`src/source/fetch_pkg.sv`:
```
package fetch_pkg;

    localparam int NUM_WAYS = 8;
    localparam int NUM_SETS = 64;
    localparam int INDEX_W  = 6;
    localparam int OFFSET_W = 3;  // byte offset inside a 64-bit line
    localparam int TAG_W    = 23; // address 31:9

    typedef logic [31:0]         addr_t;
    typedef logic [INDEX_W-1:0]  index_t;
    typedef logic [TAG_W-1:0]    tag_t;
    typedef logic [63:0]         line_t; // also the bus data word
    typedef logic [31:0]         inst_t;
    typedef logic [NUM_WAYS-1:0] way_mask_t;

    typedef enum logic [1:0] {
        EXC_NONE         = 2'd0,
        EXC_MISALIGN     = 2'd1,
        EXC_ACCESS_FAULT = 2'd2
    } exc_e;

    typedef enum logic [1:0] {
        RESP_OKAY   = 2'b00,
        RESP_EXOKAY = 2'b01,
        RESP_SLVERR = 2'b10,
        RESP_DECERR = 2'b11
    } resp_e;

    typedef enum logic [2:0] {
        ST_IDLE   = 3'd0,
        ST_LOOKUP = 3'd1,
        ST_ADDR   = 3'd2,
        ST_DATA   = 3'd3,
        ST_FILL   = 3'd4,
        ST_DONE   = 3'd5
    } fetch_state_e;

    typedef struct packed {
        logic  valid;
        addr_t pc;
    } fetch_req_t;

    typedef struct packed {
        logic  valid;
        inst_t inst;
        exc_e  exc;
    } fetch_rsp_t;

    typedef struct packed {
        logic  arvalid;
        addr_t araddr;
    } axi_ar_t;

    typedef struct packed {
        logic  rvalid;
        resp_e rresp;
        line_t rdata;
    } axi_r_t;

endpackage

```
`src/source/fetch_control.sv`:
```
`timescale 1ns/100ps

module fetch_control (
    input  logic                   clk,
    input  logic                   rst,
    input  fetch_pkg::fetch_req_t  req,
    output logic                   req_ready,
    input  logic                   fence_i,
    output fetch_pkg::fetch_rsp_t  rsp,
    input  logic                   rsp_ready,
    input  logic                   hit,
    input  fetch_pkg::line_t       cache_line,
    output logic                   fill,
    output fetch_pkg::line_t       fill_line,
    output fetch_pkg::axi_ar_t     ar,
    input  logic                   arready,
    input  fetch_pkg::axi_r_t      r,
    output logic                   rready
);

    fetch_pkg::fetch_state_e state;
    fetch_pkg::exc_e         exc_q;
    fetch_pkg::inst_t        inst_q;
    fetch_pkg::inst_t        lookup_inst;
    fetch_pkg::line_t        src_line;

    logic misaligned;
    logic cacheable;
    logic bus_err;
    logic start;

    assign misaligned = req.valid && (req.pc[1:0] != 2'b00);
    assign cacheable  = req.pc[31];
    assign start      = req.valid && !misaligned && !fence_i;
    assign bus_err    = (r.rresp != fetch_pkg::RESP_OKAY) &&
                        (r.rresp != fetch_pkg::RESP_EXOKAY);

    assign req_ready = (state == fetch_pkg::ST_IDLE);
    assign fill      = (state == fetch_pkg::ST_FILL);
    assign rready    = (state == fetch_pkg::ST_DATA);

    assign ar.arvalid = (state == fetch_pkg::ST_ADDR);
    assign ar.araddr  = cacheable ? {req.pc[31:3], 3'b000} : req.pc;

    // uncached data never goes through the arrays
    assign src_line    = cacheable ? cache_line : fill_line;
    assign lookup_inst = req.pc[2] ? src_line[63:32] : src_line[31:0];

    // misalign answers at once from idle
    always_comb begin
        rsp.valid = 1'b0;
        rsp.inst  = '0;
        rsp.exc   = fetch_pkg::EXC_NONE;
        if (state == fetch_pkg::ST_DONE) begin
            rsp.valid = 1'b1;
            rsp.inst  = inst_q;
            rsp.exc   = exc_q;
        end else if (state == fetch_pkg::ST_IDLE && misaligned) begin
            rsp.valid = 1'b1;
            rsp.exc   = fetch_pkg::EXC_MISALIGN;
        end
    end

    always_ff @(posedge clk or posedge rst) begin
        if (rst) begin
            state <= fetch_pkg::ST_IDLE;
            exc_q <= fetch_pkg::EXC_NONE;
        end else begin
            case (state)
                fetch_pkg::ST_IDLE: begin
                    if (start) begin
                        state <= (cacheable && hit) ? fetch_pkg::ST_LOOKUP
                                                    : fetch_pkg::ST_ADDR;
                    end
                end
                fetch_pkg::ST_ADDR: begin
                    if (arready) begin
                        state <= fetch_pkg::ST_DATA;
                    end
                end
                fetch_pkg::ST_DATA: begin
                    if (r.rvalid) begin
                        if (bus_err) begin
                            state <= fetch_pkg::ST_DONE;
                            exc_q <= fetch_pkg::EXC_ACCESS_FAULT;
                        end else if (cacheable) begin
                            state <= fetch_pkg::ST_FILL;
                        end else begin
                            state <= fetch_pkg::ST_LOOKUP;
                        end
                    end
                end
                fetch_pkg::ST_FILL: begin
                    state <= fetch_pkg::ST_LOOKUP;
                end
                fetch_pkg::ST_LOOKUP: begin
                    state <= fetch_pkg::ST_DONE;
                    exc_q <= fetch_pkg::EXC_NONE;
                end
                fetch_pkg::ST_DONE: begin
                    if (rsp_ready) begin
                        state <= fetch_pkg::ST_IDLE;
                    end
                end
                default: begin
                    state <= fetch_pkg::ST_IDLE;
                end
            endcase
        end
    end

    always_ff @(posedge clk) begin
        if (state == fetch_pkg::ST_DATA && r.rvalid) begin
            fill_line <= r.rdata;
            inst_q    <= '0; // stays zero on access fault
        end
        if (state == fetch_pkg::ST_LOOKUP) begin
            inst_q <= lookup_inst;
        end
    end

endmodule

```
`config.mk`:
```
export PLATFORM = sky130hd
export DESIGN_NAME = fetch_control
export DESIGN_NICKNAME = d
export VERILOG_FILES = /design/src/source/fetch_pkg.sv /design/src/source/fetch_control.sv
export SDC_FILE = /design/constraint.sdc
export NUM_CORES = 1
export LEC_CHECK = 0
export ABC_CLOCK_PERIOD_IN_PS = 5200
export BUFFER_PORTS_ARGS = -buffer_cell sky130_fd_sc_hd__buf_2
export CORE_AREA = 2 2 120 122
export CTS_CLUSTER_DIAMETER = 50
export CTS_CLUSTER_SIZE = 30
export DETAILED_ROUTE_END_ITERATION = 7
export DIE_AREA = 0 0 122 124
export GPL_ROUTABILITY_DRIVEN = 0
export HOLD_SLACK_MARGIN = 0.05
export PLACE_DENSITY = 0.75
export SLEW_MARGIN = 20
export SYNTH_ARGS = -nofsm -noshare
export SYNTH_HDL_FRONTEND = slang
export SYNTH_SLANG_ARGS = --single-unit
```
`constraint.sdc`:
```
create_clock -name clk -period 5.2 [get_ports clk]
set_input_delay 1.04 -clock clk [delete_from_list [all_inputs] [get_ports clk]]
set_output_delay 1.04 -clock clk [all_outputs]
set_load 0.03 [all_outputs]
```
Yosys cells after proc, flatten, opt, wreduce, memory -nomap -nowiden. Cells that the tools add are included.

Output and inout port bits: 135. Bits in latches: 0. Register bits after elaboration: 101. Bits in writable memories: 0. Bits in read-only memories: 0. Memories: 0.

Shift-type cells: 0. Order comparisons: 0. Reductions and logical operators: 16. Divide/modulo/power cells: 0. Multipliers: 0. Multiplexer cells: 21. Equality and inequality tests: 11. $add $sub $neg: 0. Bitwise gates (word level): 0.

Operators by type and width (number): $mux W32 (5); $mux W64 (1); $mux W3 (6); $pmux W3 S6 (1); $mux W2 (4); $ne A2 B1 Y1 const B (4); $reduce_bool A2 Y1 (4); $logic_and A1 B1 Y1 (7); $eq A3 B2 Y1 const B (2); $eq A3 B3 Y1 const B (2); $ne A2 B2 Y1 const B (2); $pmux W2 S2 (1); $reduce_and A4 Y1 (1); $eq A3 B1 Y1 const B (1); $logic_not A3 Y1 (1); $mux W1 (3); $reduce_and A3 Y1 (1); $logic_not A1 Y1 (2).

Depth between registers and ports, before layout.
Depth after elaboration: 7. Depth in mapped cells: 5. Mapped depth without buffers: 3.

Worst setup path before layout. OpenSTA, ideal clock, no wires.

Path kind: input-to-reg. From: in r[66] (netlist bit). To: reg inst_q[0], enable pin. Path buffers: 0. Setup slack: 1.459 ns. Arrival: 3.367 ns. Data required time: 4.825 ns. Stages on the path: 2. Library setup time: 0.375 ns. Path through: and4b_1 or2_2.

Word-level cells in the longest chain between the ends: 2.

RTL lines: start: declaration (RTL line fetch_control.sv:17) `input fetch_pkg::axi_r_t r,`; $logic_and A1 B1 Y1 (RTL line fetch_control.sv:113) `if (state == fetch_pkg::ST_DATA && r.rvalid) begin`; $reduce_bool A2 Y1 (no line); end signal: assignment (RTL line fetch_control.sv:118) `inst_q <= lookup_inst;`; end: declaration (RTL line fetch_control.sv:23) `fetch_pkg::inst_t inst_q;`.

No other way between the ends. A chain may end at the register's enable or synchronous reset.

==> key figures <==
Outcome
  • Status: finished clean

STA
  • Transition time of the tightest slew-check pin: 0.8963 ns
  • Slew Viols, Final: 0
  • Unrepaired setup endpoints after global routing: false
  • Minimum clock period: 3.167 ns
  • # setup viols final: 0
  • Worst slew margin relative to its limit: 40.25%
  • Final Hold Slack: 0.4953 ns
  • Fmax: 315.8 MHz
  • Setup TNS after final layout: 0 ns
  • Skew final: 0.007457 ns
  • Final period util: 60.90%
  • Final Hold Fails: 0

Worst setup path
  • Worst Setup SP: req[2]
  • Arrival time at the worst endpoint: 2.13 ns
  • Reg2reg path depth: 4
  • Crit path max fanout: 33
  • Crit path capture type: output port
  • Worst reg-to-reg setup slack: 2.84 ns
  • Worst r2r src: state[0]
  • CP required: 4.16 ns
  • Critical path type: input pin to output port
  • CP Capture Point: ar[2]
  • CP Launch Type: input pin
  • Crit Reg-Reg Endpoint: inst_q[28]

Finish
  • Most common cell after layout, fill and taps aside: buf_2
  • Commonest non-fill, non-tap cells in the layout: buf_2, edfxtp_1, nor2b_1
  • P&R area growth vs syn: 32.01%
  • Layout cell share with drive strength beyond 1: 59.72%
  • ANT cells: 0
  • Post-route cell area: 6125 sq um
  • Nets: 666
  • Non-filler cells, final: 679

Synthesis
  • Yosys reg bits: 100
  • Number of synthesis warnings: 0
  • Synth unique cells: 29
  • Cells after Synth: 281
  • Syn nets: 451
  • Post-Syn Area: 4639 sq um
  • Sequential area share after synthesis: 64.29%
  • Avg Cell Area, Syn: 16.51 sq um

Clocking
  • Hold buffer count at CTS: 0
  • Clock buffer depth: 2
  • Post-CTS sizing: 0
  • CTS tree: yes
  • Clock sinks: 100
  • Setup Buffers After CTS: 0
  • Clk_lat worst skew: 0.34 ns
  • Clock slew at reported path FFs: 0.06 ns
  • Root Driver: clkbuf_16
  • Total CTS buffers: 9
  • CTS HTree Levels: 3

Floorplanning
  • Num rows: 43
  • I/O pins: 305
  • Die area: 15,130 sq um
  • Initial Utilization: 33.82%
  • Core ar.: 13,720 sq um
  • Die width: 122 um
  • Die Ht: 124 um

Routing
  • Drt initial violations: 121
  • Via Count: 3,189
  • Highest routed layer: met4
  • Met3 wire length: 964 um
  • Residual DRC: 0
  • M1 wire length: 4637 um
  • Per-cell routed wire length: 18.79 um
  • Routed Antenna Nets: 0
  • Met2 WL: 6812 um
  • Via density per instance: 4.697
  • Final wirelength: 12,760 um
  • Initial DRT Pass Iterations: 4

Global route
  • Total GRT Usage: 16.60%
  • Grt ovf: 0
  • Number of global-route vias before repair: 3,407
  • Largest net degree at the start of global routing: 66
  • Initial antenna violation count: 1
  • First-pass GRT wire length: 18,130 um

Run
  • Max cap viols: 0

Power and ir drop
  • P per Cell Area: 428.9 nW/um^2
  • VDD IR max: 213.2 uV
  • P_leak: 2.587 nW
  • Total Power: 0.002627 W

Min path
  • Min-Delay Path Class: flip-flop to flip-flop
  • HP Start: exc_q[1]

Placement
  • Port bufs: 247
  • Cells after DPL: 665
  • Post-DP Area: 5819 sq um
  • DPL Wire Length: 9539 um
## power by group
part | leakage [nW] | switching, W | internal [W] | total, W
clock | 0.148 | 0.000286 | 0.000419 | 0.000704
sequential | 0.940 | 0.0000495 | 0.00108 | 0.00113
combinational | 1.50 | 0.000542 | 0.000251 | 0.000794
total | 2.59 | 0.000878 | 0.00175 | 0.00263
## synth_stat cells, drive strengths merged
library cell / number / area (sq um)
o22ai: 1 / 6.260
or3b: 1 / 8.760
o32ai: 1 / 8.760
clkbuf: 8 / 30.03
nor2: 3 / 11.26
o211ai: 1 / 7.510
a21oi: 3 / 15.01
or3: 1 / 6.260
o21ai: 1 / 5.000
and4b: 1 / 10.01
mux4: 32 / 720.7
buf: 38 / 277.8
inv: 5 / 18.77
nand4b: 1 / 8.760
nand2b: 2 / 12.51
nand2: 4 / 15.01
and2: 33 / 206.5
nor3: 1 / 5.000
and3: 2 / 12.51
or2: 2 / 12.51
a31oi: 1 / 6.260
o311ai: 1 / 8.760
nor2b: 36 / 225.2
nor4b: 1 / 8.760
edfxtp: 96 / 2883
dfrtp: 4 / 100.1
o2bb2ai: 1 / 8.760
## critical path: stages
cell     delay (ns)
buf_2          0.66
nor2b_1        0.21
buf_2          0.21
## metrics by stage
stage / util, % / setup slack [ns]
floorplan: - / 1.459
global placement: 42.42 / 2.046
detailed placement: 42.42 / 2.008
CTS: 44.63 / 1.821
global route: 44.64 / 1.980
finish: 44.64 / 2.033
## cells by family (layout without fill, tap and decap cells)
group           after synthesis  count (layout)  synth area share, %
flops                       100             100                64.29
simple gates                 88              88                11.70
buf+inv                      51             269                7.039
mux                          32              32                15.53
compound gates               10              10                1.429
## flip-flops by register name, indices dropped and copies added (netlist names)
| name | flops |
|---|---|
| exc_q | 1 |
| state | 3 |
| inst_q | 32 |
| fill_line | 64 |
## area by class of cell
cell class / instances / area (sq um)
clock inverter: 4 / 75.07
clock buffer: 10 / 229.0
tap: 180 / 225.2
fill: 1274 / 7595
sequential: 100 / 2983
timing repair buffer: 250 / 1259
inverter: 5 / 18.77
multi-input combinational: 130 / 1335
## worst min path at each step
stage	to	slack [ns]	depth (start not counted)
6_report	exc_q[1]	0.50	2
5_1_grt	exc_q[1]	0.55	2
4_1_cts	exc_q[1]	0.50	2
3_5_place_dp	exc_q[1]	0.48	2
3_3_place_gp	exc_q[1]	0.48	2
2_1_floorplan	exc_q[1]	0.45	2
## layer usage
metal / up-vias / GRT usage, %
met5: - / 0
met4: 0 / 6.968
met3: 37 / 5.037
met2: 153 / 29.78
met1: 1548 / 18.29
li1: 1451 / -
(Power assumes the default switching activity.)
